$ cat config.mk
export PLATFORM = sky130hd
export DESIGN_NAME = rr_record_top
export DESIGN_NICKNAME = d
export VERILOG_FILES = /design/src/rr_cfg_pkg.sv /design/src/rr_state_pkg.sv /design/src/rr_channel_packer.sv /design/src/rr_logb_fifo.sv /design/src/rr_packed2writeback_bus.sv /design/src/rr_record_top.sv /design/src/rr_writeback_serializer.sv
export SDC_FILE = /design/constraint.sdc
export NUM_CORES = 1
export LEC_CHECK = 0
export BUFFER_PORTS_ARGS = -buffer_cell sky130_fd_sc_hd__buf_2
export CORE_MARGIN = 2
export CORE_UTILIZATION = 60
export DETAILED_ROUTE_END_ITERATION = 10
export PLACE_DENSITY = 0.77
export RECOVER_POWER = 25
export SLEW_MARGIN = 20
export SYNTH_ARGS = -nofsm -noshare
export SYNTH_HDL_FRONTEND = slang
export SYNTH_SLANG_ARGS = --single-unit
$ cat constraint.sdc
create_clock -name clk -period 6.2 [get_ports clk]
set_input_delay 0.62 -clock clk [delete_from_list [all_inputs] [get_ports clk]]
set_output_delay 0.62 -clock clk [all_outputs]
set_load 0.05 [all_outputs]
$ cat src/rr_cfg_pkg.sv
package rr_cfg_pkg;

   // number of logged channels
   localparam int chan_cnt = 4;

   // one data byte per channel
   localparam int data_w = 8;

   // all channel bytes side by side, dense from byte 0
   localparam int packed_w = chan_cnt * data_w;

   // record length in bytes, header plus packed bytes (1 to 5)
   localparam int len_w = 3;

   // record body as seen by the serializer
   // msb to lsb: packed data, loge vector, logb vector
   localparam int rec_data_w = packed_w + 2 * chan_cnt;

   // one fifo entry is the record body with its length in the low bits
   localparam int rec_w = rec_data_w + len_w;

   // fifo addressing, 16 entries
   localparam int fifo_ptr_w = 4;
   localparam int fifo_depth = 1 << fifo_ptr_w;

   // almost-full when this many entries or fewer are free
   // packer stage + fifo almful reg + packer almful reg + one spare
   localparam int almful_thresh = 4;

endpackage

$ cat src/rr_state_pkg.sv
package rr_state_pkg;

   // writeback serializer states
   // st_idle     no record held, waiting for the fifo head
   // st_drive    byte on wb_data, wb_req high, waiting for ack
   // st_release  ack seen, wb_req dropped, waiting for ack to fall
   typedef enum logic [1:0] {
      st_idle    = 2'd0,
      st_drive   = 2'd1,
      st_release = 2'd2
   } ser_state_t;

endpackage

$ cat src/rr_channel_packer.sv
`timescale 1ns/1ns

module rr_channel_packer (
   input  logic                                clk,
   input  logic                                rstn,
   input  logic [rr_cfg_pkg::chan_cnt-1:0]     logb_valid,
   input  logic [rr_cfg_pkg::packed_w-1:0]     logb_data,
   input  logic [rr_cfg_pkg::chan_cnt-1:0]     loge_valid,
   input  logic                                fifo_almful,
   output logic                                plogb_valid,
   output logic [rr_cfg_pkg::chan_cnt-1:0]     plogb_logb,
   output logic [rr_cfg_pkg::chan_cnt-1:0]     plogb_loge,
   output logic [rr_cfg_pkg::packed_w-1:0]     plogb_data,
   output logic [rr_cfg_pkg::len_w-1:0]        plogb_len,
   output logic                                logb_almful
);

   // combinational pack result, registered below
   logic [rr_cfg_pkg::packed_w-1:0] pack_data;
   logic [rr_cfg_pkg::len_w-1:0]    pack_cnt;

   // priority pack loop
   // walk channels lowest first, every valid byte goes to the next free slot
   // slots above the last valid byte stay zero
   always_comb begin
      pack_data = '0;
      pack_cnt  = '0;
      for (int i = 0; i < rr_cfg_pkg::chan_cnt; i++) begin
         if (logb_valid[i]) begin
            pack_data[pack_cnt * rr_cfg_pkg::data_w +: rr_cfg_pkg::data_w] =
               logb_data[i * rr_cfg_pkg::data_w +: rr_cfg_pkg::data_w];
            pack_cnt = pack_cnt + rr_cfg_pkg::len_w'(1);
         end
      end
   end

   // event vectors and the push strobe
   // loge is carried every cycle, with or without a logb
   always_ff @(posedge clk) begin
      if (!rstn) begin
         plogb_valid <= 1'b0;
         plogb_logb  <= '0;
         plogb_loge  <= '0;
      end else begin
         // any begin means one record to push
         plogb_valid <= |logb_valid;
         plogb_logb  <= logb_valid;
         plogb_loge  <= loge_valid;
      end
   end

   // packed bytes and their count
   // only looked at while plogb_valid is high
   always_ff @(posedge clk) begin
      plogb_data <= pack_data;
      plogb_len  <= pack_cnt;
   end

   // almost-full back to the channels, one stage
   // the fifo threshold leaves room for this delay
   always_ff @(posedge clk) begin
      if (!rstn) begin
         logb_almful <= 1'b0;
      end else begin
         logb_almful <= fifo_almful;
      end
   end

endmodule

$ cat src/rr_logb_fifo.sv
`timescale 1ns/1ns

module rr_logb_fifo (
   input  logic                         clk,
   input  logic                         rstn,
   input  logic                         push,
   input  logic [rr_cfg_pkg::rec_w-1:0] push_data,
   input  logic                         pop,
   output logic [rr_cfg_pkg::rec_w-1:0] pop_data,
   output logic                         empty,
   output logic                         almful
);

   // record storage
   logic [rr_cfg_pkg::rec_w-1:0] mem [rr_cfg_pkg::fifo_depth];

   // pointers carry one extra wrap bit
   logic [rr_cfg_pkg::fifo_ptr_w:0] wr_ptr;
   logic [rr_cfg_pkg::fifo_ptr_w:0] rd_ptr;
   logic [rr_cfg_pkg::fifo_ptr_w:0] count;
   logic [rr_cfg_pkg::fifo_ptr_w:0] count_next;
   logic [rr_cfg_pkg::fifo_ptr_w:0] free_next;
   logic                            full;
   logic                            do_push;
   logic                            do_pop;

   // occupancy from the pointer difference
   assign count = wr_ptr - rd_ptr;
   assign empty = (wr_ptr == rd_ptr);
   assign full  = (count == (rr_cfg_pkg::fifo_ptr_w + 1)'(rr_cfg_pkg::fifo_depth));

   // a push into a full fifo is dropped
   assign do_push = push && !full;
   assign do_pop  = pop && !empty;

   // first-word fall-through keeps the head on pop_data
   assign pop_data = mem[rd_ptr[rr_cfg_pkg::fifo_ptr_w-1:0]];

   // occupancy after this edge
   assign count_next = count
                     + (rr_cfg_pkg::fifo_ptr_w + 1)'(do_push)
                     - (rr_cfg_pkg::fifo_ptr_w + 1)'(do_pop);
   assign free_next  = (rr_cfg_pkg::fifo_ptr_w + 1)'(rr_cfg_pkg::fifo_depth) - count_next;

   always_ff @(posedge clk) begin
      if (do_push) begin
         mem[wr_ptr[rr_cfg_pkg::fifo_ptr_w-1:0]] <= push_data;
      end
   end

   always_ff @(posedge clk) begin
      if (!rstn) begin
         wr_ptr <= '0;
         rd_ptr <= '0;
         almful <= 1'b0;
      end else begin
         if (do_push) begin
            wr_ptr <= wr_ptr + 1'b1;
         end
         if (do_pop) begin
            rd_ptr <= rd_ptr + 1'b1;
         end
         // registered flag that matches the free count once this edge is done
         almful <= (free_next <= (rr_cfg_pkg::fifo_ptr_w + 1)'(rr_cfg_pkg::almful_thresh));
      end
   end

endmodule

$ cat src/rr_packed2writeback_bus.sv
`timescale 1ns/1ns

module rr_packed2writeback_bus (
   input  logic                              clk,
   input  logic                              rstn,
   input  logic                              plogb_valid,
   input  logic [rr_cfg_pkg::chan_cnt-1:0]   plogb_logb,
   input  logic [rr_cfg_pkg::chan_cnt-1:0]   plogb_loge,
   input  logic [rr_cfg_pkg::packed_w-1:0]   plogb_data,
   input  logic [rr_cfg_pkg::len_w-1:0]      plogb_len,
   input  logic                              rec_pop,
   output logic                              fifo_almful,
   output logic                              rec_valid,
   output logic [rr_cfg_pkg::rec_data_w-1:0] rec_data,
   output logic [rr_cfg_pkg::len_w-1:0]      rec_len
);

   // loge seen since the last pushed record
   // each bit means exactly one transaction ended on that channel
   logic [rr_cfg_pkg::chan_cnt-1:0] loge_valid_out;

   // fifo side
   logic                         fifo_push;
   logic [rr_cfg_pkg::rec_w-1:0] fifo_push_data;
   logic [rr_cfg_pkg::rec_w-1:0] fifo_pop_data;
   logic                         fifo_empty;
   logic [rr_cfg_pkg::len_w-1:0] rec_len_in;

   // every logb cycle becomes one record
   assign fifo_push = plogb_valid;

   // header byte plus the packed bytes
   assign rec_len_in = plogb_len + rr_cfg_pkg::len_w'(1);

   // msb to lsb: packed data, loge so far, logb, length
   // the loge of this same cycle is not in here, it goes to the next record
   assign fifo_push_data = {plogb_data, loge_valid_out, plogb_logb, rec_len_in};

   always_ff @(posedge clk) begin
      if (!rstn) begin
         loge_valid_out <= '0;
      end else if (fifo_push) begin
         // old value is in the record now, restart with this cycle's loge
         loge_valid_out <= plogb_loge;
      end else begin
         // standalone loge, hold it for the next record
         loge_valid_out <= loge_valid_out | plogb_loge;
      end
   end

   rr_logb_fifo rr_logb_fifo_i (
      .clk       (clk),
      .rstn      (rstn),
      .push      (fifo_push),
      .push_data (fifo_push_data),
      .pop       (rec_pop),
      .pop_data  (fifo_pop_data),
      .empty     (fifo_empty),
      .almful    (fifo_almful)
   );

   // head record towards the serializer
   assign rec_valid = !fifo_empty;
   assign rec_data  = fifo_pop_data[rr_cfg_pkg::rec_w-1:rr_cfg_pkg::len_w];
   assign rec_len   = fifo_pop_data[rr_cfg_pkg::len_w-1:0];

endmodule

$ cat src/rr_record_top.sv
`timescale 1ns/1ns

module rr_record_top (
   input  logic                              clk,
   input  logic                              rstn,
   input  logic [rr_cfg_pkg::chan_cnt-1:0]   logb_valid,
   input  logic [rr_cfg_pkg::packed_w-1:0]   logb_data,
   input  logic [rr_cfg_pkg::chan_cnt-1:0]   loge_valid,
   input  logic                              wb_ack,
   output logic                              logb_almful,
   output logic                              wb_req,
   output logic [rr_cfg_pkg::data_w-1:0]     wb_data
);

   // packer to buffer
   logic                              plogb_valid;
   logic [rr_cfg_pkg::chan_cnt-1:0]   plogb_logb;
   logic [rr_cfg_pkg::chan_cnt-1:0]   plogb_loge;
   logic [rr_cfg_pkg::packed_w-1:0]   plogb_data;
   logic [rr_cfg_pkg::len_w-1:0]      plogb_len;
   logic                              fifo_almful;

   // buffer to serializer
   logic                              rec_valid;
   logic [rr_cfg_pkg::rec_data_w-1:0] rec_data;
   logic [rr_cfg_pkg::len_w-1:0]      rec_len;
   logic                              rec_pop;

   rr_channel_packer rr_channel_packer_i (
      .clk         (clk),
      .rstn        (rstn),
      .logb_valid  (logb_valid),
      .logb_data   (logb_data),
      .loge_valid  (loge_valid),
      .fifo_almful (fifo_almful),
      .plogb_valid (plogb_valid),
      .plogb_logb  (plogb_logb),
      .plogb_loge  (plogb_loge),
      .plogb_data  (plogb_data),
      .plogb_len   (plogb_len),
      .logb_almful (logb_almful)
   );

   rr_packed2writeback_bus rr_packed2writeback_bus_i (
      .clk         (clk),
      .rstn        (rstn),
      .plogb_valid (plogb_valid),
      .plogb_logb  (plogb_logb),
      .plogb_loge  (plogb_loge),
      .plogb_data  (plogb_data),
      .plogb_len   (plogb_len),
      .rec_pop     (rec_pop),
      .fifo_almful (fifo_almful),
      .rec_valid   (rec_valid),
      .rec_data    (rec_data),
      .rec_len     (rec_len)
   );

   rr_writeback_serializer rr_writeback_serializer_i (
      .clk       (clk),
      .rstn      (rstn),
      .rec_valid (rec_valid),
      .rec_data  (rec_data),
      .rec_len   (rec_len),
      .wb_ack    (wb_ack),
      .rec_pop   (rec_pop),
      .wb_req    (wb_req),
      .wb_data   (wb_data)
   );

endmodule

$ cat src/rr_writeback_serializer.sv
`timescale 1ns/1ns

module rr_writeback_serializer (
   input  logic                              clk,
   input  logic                              rstn,
   input  logic                              rec_valid,
   input  logic [rr_cfg_pkg::rec_data_w-1:0] rec_data,
   input  logic [rr_cfg_pkg::len_w-1:0]      rec_len,
   input  logic                              wb_ack,
   output logic                              rec_pop,
   output logic                              wb_req,
   output logic [rr_cfg_pkg::data_w-1:0]     wb_data
);

   rr_state_pkg::ser_state_t state;

   // local copy of the record being sent
   // byte k of the record is rec_reg[k*8 +: 8], header first
   logic [rr_cfg_pkg::rec_data_w-1:0] rec_reg;
   logic [rr_cfg_pkg::len_w-1:0]      len_reg;
   logic [rr_cfg_pkg::len_w-1:0]      byte_idx;
   logic [rr_cfg_pkg::len_w-1:0]      next_idx;
   logic                              last_byte;

   assign next_idx  = byte_idx + rr_cfg_pkg::len_w'(1);
   assign last_byte = (next_idx == len_reg);

   always_ff @(posedge clk) begin
      if (!rstn) begin
         state    <= rr_state_pkg::st_idle;
         rec_pop  <= 1'b0;
         wb_req   <= 1'b0;
         byte_idx <= '0;
      end else begin
         // strobe lasts one cycle
         rec_pop <= 1'b0;
         case (state)
            rr_state_pkg::st_idle: begin
               if (rec_pop) begin
                  // head still on rec_data while the pop is in flight
                  // header byte is the low byte of the record
                  rec_reg  <= rec_data;
                  len_reg  <= rec_len;
                  byte_idx <= '0;
                  wb_data  <= rec_data[rr_cfg_pkg::data_w-1:0];
                  wb_req   <= 1'b1;
                  state    <= rr_state_pkg::st_drive;
               end else if (rec_valid) begin
                  rec_pop <= 1'b1;
               end
            end
            rr_state_pkg::st_drive: begin
               // wb_data held until the receiver has it
               if (wb_ack) begin
                  wb_req <= 1'b0;
                  state  <= rr_state_pkg::st_release;
               end
            end
            rr_state_pkg::st_release: begin
               // four-phase, wait for ack low before the next byte
               if (!wb_ack) begin
                  if (last_byte) begin
                     state <= rr_state_pkg::st_idle;
                  end else begin
                     byte_idx <= next_idx;
                     wb_data  <= rec_reg[next_idx * rr_cfg_pkg::data_w +: rr_cfg_pkg::data_w];
                     wb_req   <= 1'b1;
                     state    <= rr_state_pkg::st_drive;
                  end
               end
            end
            default: begin
               wb_req <= 1'b0;
               state  <= rr_state_pkg::st_idle;
            end
         endcase
      end
   end

endmodule

=== Yosys cells after proc, flatten, opt, wreduce, memory -nomap -nowiden ===
Memories as Yosys holds them, arrays and structs flattened. A register that Yosys moved wholly into a read port is not among the register bits.
Cells that the tools add are included.

* Add/sub/neg operators: 14
* $mul: 0
* Divide/modulo/power cells: 0
* Magnitude comparators: 1
* Eq/ne operators: 9
* Shift-type cells: 7
* Mux-type cells: 35
* Bitwise logic cells: 3
* Reduce and logical (&&, ||, !) cells: 13

{| class="wikitable"
|+ Operator list
! kind !! count
|-
| 8-bit by 34-bit variable shift with 32-bit output, first input constant || 3
|-
| 8-bit by 34-bit variable part select with 32-bit output || 3
|-
| 32-bit bitwise mux || 3
|-
| 32-bit 2-to-1 mux || 3
|-
| 6-bit negator with 34-bit output || 2
|-
| 40-bit by 7-bit variable part select with 8-bit output || 1
|-
| 4-bit negator with 34-bit output || 1
|-
| 8-bit 2-to-1 mux || 4
|-
| 3-bit 2-to-1 mux || 6
|-
| 8-bit case mux with 2 select lines || 1
|-
| 3-bit by 1-bit adder with 3-bit output, second input constant || 4
|-
| 4-bit 2-to-1 mux || 3
|-
| 5-bit by 1-bit adder with 5-bit output, second input constant || 2
|-
| 1-bit 2-to-1 mux || 9
|-
| 4-bit AND reduction || 2
|-
| 2-bit 2-to-1 mux || 3
|-
| 2-bit != test, second input constant || 3
|-
| 2-bit case mux with 3 select lines || 1
|-
| 3-bit case mux with 2 select lines || 1
|-
| 3-bit AND reduction || 2
|-
| 5-bit by 1-bit adder with 5-bit output || 1
|-
| 5-bit equality test || 1
|-
| 5-bit equality test, second input constant || 1
|-
| 5-bit by 3-bit <= comparator with 1-bit output, second input constant || 1
|-
| 18 further kinds || 21
|}

* Register bits: 118
* Latch bits: 0
* RAM bits: 688
* ROM bits: 0
* Input port bits: 43
* Memories kept: 1

{| class="wikitable"
|+ Memory list
! name !! depth !! bits a word !! rd ports !! clocked after Yosys merged registers in !! wr ports !! line !! text
|-
| rr_packed2writeback_bus_i.rr_logb_fifo_i.mem || 16 || 43 || 1 || 1 || 1 || rr_logb_fifo.sv:15 || <nowiki>logic [rr_cfg_pkg::rec_w-1:0] mem [rr_cfg_pkg::fifo_depth];</nowiki>
|}

=== Depth between registers and ports, before layout ===
Gate-level depths: netlist of the first run.

* Depth after elaboration: 9
* Depth in mapped cells: 18
* Depth with buffers taken out: 17

=== By module ===
Synthesis of the first run repeated with hierarchy kept, for this count alone.

* Cell total of the unflattened synthesis: 1445
* Area total of the unflattened synthesis: 31492.7 um2

{| class="wikitable"
|+ By module, submodules not included
! module !! instances !! cells each !! area an instance (um2)
|-
| rr_logb_fifo || 1 || 1079 || 26842.0
|-
| rr_writeback_serializer || 1 || 134 || 2294.7
|-
| rr_channel_packer || 1 || 216 || 2192.1
|-
| rr_packed2writeback_bus || 1 || 16 || 163.9
|}

=== Worst setup path before layout of the first run ===
No wires, ideal clock.

* Path kind: register to register
* From: register rr_packed2writeback_bus_i.rr_logb_fifo_i.rd_ptr[2] (netlist bit)
* To: memory rr_packed2writeback_bus_i.rr_logb_fifo_i.mem[3][0] (netlist bit) (enable)
* Setup time: 0.497 ns
* Data arrival time: 5.065 ns
* Data required time: 5.703 ns
* Path slack: 0.639 ns
* Cell stages (with the launch flop): 14
* Path buffers: 1
* Clock period less this slack: 5.561 ns
* Path through: dfxtp_1 inv_1 ha_1 a21o_1 a31oi_1 xnor2_1 inv_1 ha_1 nand3b_1 a2111o_1 o211a_1 buf_2 nand2_1 nor3_1

* Longest elaborated chain between the ends: 6

{| class="wikitable"
|+ Ends and longest elaborated chain
! element !! line !! text
|-
| start, declared || rr_logb_fifo.sv:19 || <nowiki>logic [rr_cfg_pkg::fifo_ptr_w:0] rd_ptr;</nowiki>
|-
| start signal, assigned || rr_logb_fifo.sv:61 || <nowiki>rd_ptr <= rd_ptr + 1'b1;</nowiki>
|-
| 5-bit subtractor || rr_logb_fifo.sv:28 || <nowiki>assign count = wr_ptr - rd_ptr;</nowiki>
|-
| 5-bit equality test || rr_logb_fifo.sv:30 || <nowiki>assign full = (count == (rr_cfg_pkg::fifo_ptr_w + 1)'(rr_cfg_pkg::fifo_depth));</nowiki>
|-
| 1-bit logical NOT || rr_logb_fifo.sv:33 || <nowiki>assign do_push = push && !full;</nowiki>
|-
| 1-bit logical AND || rr_logb_fifo.sv:33 ||
|-
| 1-bit 2-to-1 mux || rr_logb_fifo.sv:46 || <nowiki>if (do_push) begin</nowiki>
|-
| 1-bit 2-to-1 mux (not written as such) || rr_logb_fifo.sv:47 || <nowiki>mem[wr_ptr[rr_cfg_pkg::fifo_ptr_w-1:0]] <= push_data;</nowiki>
|-
| end, declared || rr_logb_fifo.sv:15 ||
|}

No other way between the ends.

=== Worst setup path after layout of the first run ===
* From: register rr_packed2writeback_bus_i.rr_logb_fifo_i.wr_ptr[2] (netlist bit)
* To: memory rr_packed2writeback_bus_i.rr_logb_fifo_i.mem[15][34] (netlist bit) (enable)

* Longest elaborated chain between the ends: 6

{| class="wikitable"
|+ Ends and longest elaborated chain
! element !! line !! text
|-
| start, declared || rr_logb_fifo.sv:18 || <nowiki>logic [rr_cfg_pkg::fifo_ptr_w:0] wr_ptr;</nowiki>
|-
| start signal, assigned || rr_logb_fifo.sv:58 || <nowiki>wr_ptr <= wr_ptr + 1'b1;</nowiki>
|-
| 5-bit subtractor || rr_logb_fifo.sv:28 ||
|-
| 5-bit equality test || rr_logb_fifo.sv:30 ||
|-
| 1-bit logical NOT || rr_logb_fifo.sv:33 ||
|-
| 1-bit logical AND || rr_logb_fifo.sv:33 ||
|-
| 1-bit 2-to-1 mux || rr_logb_fifo.sv:46 ||
|-
| 1-bit 2-to-1 mux (not written as such) || rr_logb_fifo.sv:47 ||
|}

Parallel ways exist; a longest one is shown, timed or not.

==> results of run 1 <==
==> final cells by class <==
type / instances / area (um^2) / share of cell area
Multi-Input combinational cell: 550 / 7104 / 0.2043
Sequential cell: 810 / 23630 / 0.6794
Tap cell: 680 / 850.8 / 0.02446
Clock inverter: 39 / 391.6 / 0.01126
Clock buffer: 105 / 2251 / 0.06472
Timing Repair Buffer: 77 / 486.7 / 0.01399
Inverter: 18 / 67.56 / 0.001943
==> cells in the final DEF (no fill, tap or decap), types with 7 or more instances in the layout <==
| cell | instances |
|---|---|
| inv_1 | 18 |
| mux2i_1 | 11 |
| buf_2 | 50 |
| nand2_1 | 33 |
| nor2_1 | 37 |
| clkinv_2 | 13 |
| and3_2 | 16 |
| nand3_1 | 18 |
| clkbuf_8 | 7 |
| a21oi_1 | 43 |
| o21ai_0 | 13 |
| clkbuf_16 | 84 |
| nor2b_1 | 11 |
| clkbuf_1 | 17 |
| a211oi_1 | 9 |
| edfxtp_1 | 739 |
| and2_1 | 24 |
| ha_1 | 26 |
| dfxtp_1 | 67 |
| a22o_1 | 8 |
| mux4_2 | 213 |
| nand2b_1 | 7 |
| clkinv_1 | 11 |
| buf_4 | 21 |
| a22oi_1 | 16 |
| bufinv_16 | 7 |
| xnor2_1 | 10 |
==> cells by family (layout without fill, tap and decap cells) <==
group / Yosys count / after routing / share of synthesized area
adders and majority gates: 29 / 29 / 0.01235
DFF: 810 / 810 / 0.7570
buffers and inverters: 90 / 239 / 0.01629
AOI/OAI and AO/OA: 109 / 109 / 0.02202
muxes: 226 / 226 / 0.1590
xor gates and xnor gates: 19 / 19 / 0.006017
and+or+nand+nor: 167 / 167 / 0.02732
==> power by group <==
group	switching, mW	total, mW	internal (mW)
registers	0.159	6.33	6.17
logic	0.401	0.734	0.333
clock network	2.02	4.87	2.85
total	2.58	11.9	9.36
==> stage by stage <==
| stage | instance area (um^2) | power, mW | worst slack, ps |
|---|---|---|---|
| 4_1_cts | 34750 | 12.00 | 1968 |
| 6_report | 34780 | 11.94 | 1923 |
| 3_5_place_dp | 32110 | 7.164 | 1985 |
| 5_1_grt | 34780 | 12.26 | 1678 |
| 2_1_floorplan | 31190 | 6.917 | 638.8 |
| 3_3_place_gp | 32110 | 7.135 | 2115 |
==> worst register-to-register path, delay by kind of cell (launching register included) <==
family,cells,cell delay (ps)
AO/OA/AOI/OAI,4,1030
XOR/XNOR,1,250
adder cells (fa/ha/maj),2,570
buffers and inverters,2,520
flip-flops,1,510
AND/OR/NAND/NOR,2,1100
==> final timing paths <==
check / to / slack (ps) / cells after the start
setup / recovery: flip-flop / 1920 / 11
hold reg to reg: rr_packed2writeback_bus_i.loge_valid_out[0] / 450 / 1
setup reg to reg: flip-flop / 1920 / 11
hold / removal: rr_channel_packer_i.plogb_loge[1] / 220 / 2
==> routing by layer <==
| metal | vias up | GRT usage |
|---|---|---|
| li1 | 6155 | - |
| met1 | 7830 | 0.3641 |
| met2 | 804 | 0.4386 |
| met3 | 104 | 0.05255 |
| met4 | 4 | 0.07632 |
| met5 | - | 0 |
==> qor.yml, run 1 <==
grt_overflow: 0
post-place-cells: 2134
p_leak_nw: 11.17
cts_resized: 0
maxClockFrequency_mhz: 233.8
stdcell_count: 2279
min_path_type: "input pin to flip-flop"
drt-initial-drc-count: 1910
vias_per_cell: 6.537
synth_top_flop_cell: "edfxtp_1"
cp_slowest_cell: "and3_2"
synthesis.area_um2: 31190
ys_types: 45
critPathKind: "flip-flop to flip-flop"
numCtsBuffers: 80
die_h_um: 232.0
cts_tree: "yes"
wl_met2_um: 34770
status: "finished clean"
yosys-top-cells-count: "edfxtp_1, mux4_2, dfxtp_1, a21oi_1, nor2_1"
rsz0062_at_grt: "no"
initial_core_util: 0.6068
synth_top_area_cell: "edfxtp_1"
remaining_drc_errors: 0
cts.sinks: 810
fillers: 3077
dp_hpwl_um: 37570
relSlewSlack: 0.1578
worst_path_dominant_cell_family: "simple AND/OR/NAND/NOR gates"
final_layout_size_suffix_gt1_frac: 0.2689
wl_um: 68590
cp.arrival_ps: 4560
diodes: 0
seq_area_frac_synth: 0.7570
period_needed_ps: 4277
setup_viol: 0
htree_levels: 3
synth_edf_count: 739
clockRootBuffer: "clkbuf_16"
maxCapViolCount: 0
dieArea_um2: 53830
finalHoldViolations: 0
required_ps: 6480
nNetsFinal: 1609
ys_top_cells_by_area: "edfxtp_1, mux4_2, dfxtp_1"
port_buffers: 52
drv_slew: 0
worstSetupEndpointType: "flip-flop"
grt_usage: 0.2648
num_rows: 83
antenna_found_initial: 4
drt-met1-wl_um: 26140
utilization: 0.6766
synthCells: 1450
cts.path.max_buffers: 3
pin_count: 53
min_from: "loge_valid[1]"
vias: 14900
firstDrtPassIters: 5
finalCritPeriodShare: 0.6898
critPathMostFrequentCell: "ha_1"
ys_seq_elements: 810
tns_ps: 0
insertion_delay_ps: 630
cts_hold_buf: 0
synth_top_area_frac: 0.7114
final.setup_skew_ps: 42.61
irDropWorstVdd_uv: 196.4
yosysMostFrequentCell: "edfxtp_1"
gp_congestion: 0.8592
syn-num-nets: 1522
fp.dieW_um: 232.0
path_cells: "ha_1 -> a21o_1 -> a31oi_1 -> xnor2_1 -> inv_1 -> ha_1 -> nand3b_1 -> a2111o_1 -> o211a_1 -> and3_2 -> buf_4"
hold_slack_ps: 218.6
largest_reg_flops: 688
avgSynthCellArea_um2: 21.51
grt_max_degree: 149
yosys_warnings: 0
start_kind: "flip-flop"
crit_buf_inv: 2
ys_async_sr_fraction: 0
p_per_area_nw_per_um2: 343.3
worstMarginPinSlew_ps: 1263
grt_pass1_vias: 15270
wl_met3_um: 6135
clk_pin_slew_ps: 60
postCtsSetupRepairBufs: 0
crit_path_max_incr_delay_ps: 990
core_area_um2: 51410
critPathMaxFanout: 29
syn_to_final_growth_pct: 11.50
route.top_layer_used: "met5"
ant_nets: 0
wl_per_cell_um: 30.10
grt_pass1_wl_um: 101600
No activity file was read; power rests on OpenSTA's default activity.
==> run 2, diff against run 1 <==
--- a/config.mk
+++ b/config.mk
@@ -7,9 +7,9 @@
 export LEC_CHECK = 0
 export BUFFER_PORTS_ARGS = -buffer_cell sky130_fd_sc_hd__buf_2
 export CORE_MARGIN = 2
-export CORE_UTILIZATION = 60
+export CORE_UTILIZATION = 56
 export DETAILED_ROUTE_END_ITERATION = 10
-export PLACE_DENSITY = 0.77
+export PLACE_DENSITY = 0.75
 export RECOVER_POWER = 25
 export SLEW_MARGIN = 20
 export SYNTH_ARGS = -nofsm -noshare
==> constraint.sdc (replaced) <==
create_clock -name clk -period 3.7 [get_ports clk]
set_input_delay 0.37 -clock clk [delete_from_list [all_inputs] [get_ports clk]]
set_output_delay 0.37 -clock clk [all_outputs]
set_load 0.05 [all_outputs]
==> run 2 against run 1 <==
Against the previous run:
- count of clock-buffer cells in the layout up 2
- sequential cell count unchanged
- worst hold slack got worse by 190 ps
- clock power increased by 64%
- critical path depth up 1
- via count rose by 0.72%
- global-route usage decreased by 2.1 points
- sequential share of layout area down 1.3 points
- critical path type unchanged
- largest power group unchanged
==> qor.yml, run 2 (synthesis gave the netlist of run 1 again) <==
status: "finished clean"
grt_overflow: 0
crit_cells: 12
vias: 15010
mostFrequentLayoutCell: "edfxtp_1"
path_cells: "ha_1 -> a31oi_4 -> xnor2_2 -> inv_1 -> ha_2 -> nand3b_1 -> a2111o_1 -> o211a_1 -> buf_4 -> buf_4 -> and3_2 -> buf_12"
clk_pin_slew_ps: 60
numCtsBuffers: 79
grt_pass1_vias: 15390
grt_usage: 0.2433
period_needed_ps: 3566
syn_to_final_growth_pct: 13.63
irDropWorstVdd_uv: 521.2
port_buffers: 52
worstMarginPinSlew_ps: 1082
busiest_layer: "met2"
gp_congestion: 0.8400
required_ps: 4000
cts_tree: "yes"
worstSetupEndpointType: "flip-flop"
critPathKind: "flip-flop to flip-flop"
netSwitchingFraction: 0.2143
diodes: 0
combPwrFrac: 0.067
dieArea_um2: 57600
pwr-share-clk: 0.401
worstRegToRegCells: 12
use_met1: 0.3361
p_seq_frac: 0.531
finalHoldViolations: 0
drt-initial-drc-count: 1642
cts.sinks: 810
use_met2: 0.3908
setup_viol: 0
vias_per_cell: 6.281
met3_usage: 0.06096
final_layout_size_suffix_gt1_frac: 0.2864
die_h_um: 240.0
core_area_um2: 55090
crit_buf_inv: 4
initial_core_util: 0.5662
p_leak_nw: 11.42
critPathMaxFanout: 29
fillers: 3567
num_rows: 86
remaining_drc_errors: 0
firstDrtPassIters: 7
antenna_found_initial: 7
finalCritPeriodShare: 0.9638
fp.dieW_um: 240.0
utilization: 0.6433
ant_nets: 0
cts.path.max_buffers: 3
cp_slowest_cell: "and3_2"
htree_levels: 3
maxCapViolCount: 0
clockRootBuffer: "clkbuf_16"
p_sw_mw: 4.266
dp_hpwl_um: 38140
wl_um: 67780
relSlewSlack: 0.2762
maxClockFrequency_mhz: 280.4
grt_max_degree: 71
intPower_mw: 15.64
insertion_delay_ps: 630
nNetsFinal: 1648
critPathMostFrequentCell: "buf_4"
final.setup_skew_ps: 20.64
drv_slew: 0
tns_ps: 0
wl_per_cell_um: 28.37
final_cell_mix: "edfxtp_1, mux4_2, clkbuf_16"
p_per_area_nw_per_um2: 561.6
largest_reg_flops: 688
grt_pass1_wl_um: 100100
r2r_slack_ps: 130
pin_count: 53
min_path_type: "input pin to flip-flop"
start_kind: "flip-flop"
cp.arrival_ps: 3860
worst_path_dominant_cell_family: "simple AND/OR/NAND/NOR gates"
crit_path_max_incr_delay_ps: 610
[run 2: changes by cell type in the layout (fill, tap and decap cells not counted), sizes merged]
cell	delta
clkinvlp	-3
bufinv	-1
dlygate4sd3	+8
inv	+1
buf	+34
clkinv	+3
[run 2: metal layers]
layer | up-vias | routed length, um
li1 | 6237 | -
met1 | 7912 | 26960
met2 | 710 | 32950
met3 | 138 | 6197
met4 | 8 | 1630
met5 | - | 43
[run 2: power by group through the flow]
stage,sequential (mW),combinational [mW],clock (mW)
floorplan,10.7,0.908,0
global placement,10.7,1.28,0
detailed placement,10.8,1.30,0
CTS,10.6,1.32,8.10
global route,10.6,1.44,8.44
finish,10.6,1.34,7.99
[run 2: stage by stage]
stage                     power [mW]  area, um^2  setup WS [ps]  cells  hold slack, ps
after floorplan                11.59       31200         -1.456   1450           411.9
after CTS                      19.99       35370          16.89   2385           1.555
after detailed placement       12.07       32690          87.51   2231           421.8
after global routing           20.48       35440         -4.204   2389           6.162
after global placement         12.02       32690          188.1   2231           414.2
final                          19.90       35440          133.9   2389           30.43
[run 2: worst min-delay path by stage]
stage                                                     to  cells after the start                                       startpoint  slack [ps]
final                     rr_channel_packer_i.plogb_data[20]                      2                                    logb_data[20]          30
after CTS                 rr_channel_packer_i.plogb_data[20]                      2                                    logb_data[20]           2
after detailed placement     rr_channel_packer_i.logb_almful                      1  rr_packed2writeback_bus_i.rr_logb_fifo_i.almful         420
after global routing      rr_channel_packer_i.plogb_data[20]                      2                                    logb_data[20]           6
after floorplan              rr_channel_packer_i.logb_almful                      1  rr_packed2writeback_bus_i.rr_logb_fifo_i.almful         410
after global placement       rr_channel_packer_i.logb_almful                      1  rr_packed2writeback_bus_i.rr_logb_fifo_i.almful         410
[run 2: timing repair]
action / 4_1_cts / 5_1_grt
setup endpoints to repair: 0 / 208
endpoints found under the hold margin: 8 / 0
hold buffers: 8 / 0
resized for setup: 0 / 13
setup buffers: 0 / 4
[run 2: area by class of cell]
type	count	area [um^2]	share of cell area
clock buffer	107	2237	0.06312
clock inverter	39	355.3	0.01003
inverter	18	67.56	0.001906
multi-input combinational	550	7151	0.2018
sequential	810	23630	0.6667
tap	748	935.9	0.02641
timing repair buffer	117	1065	0.03004
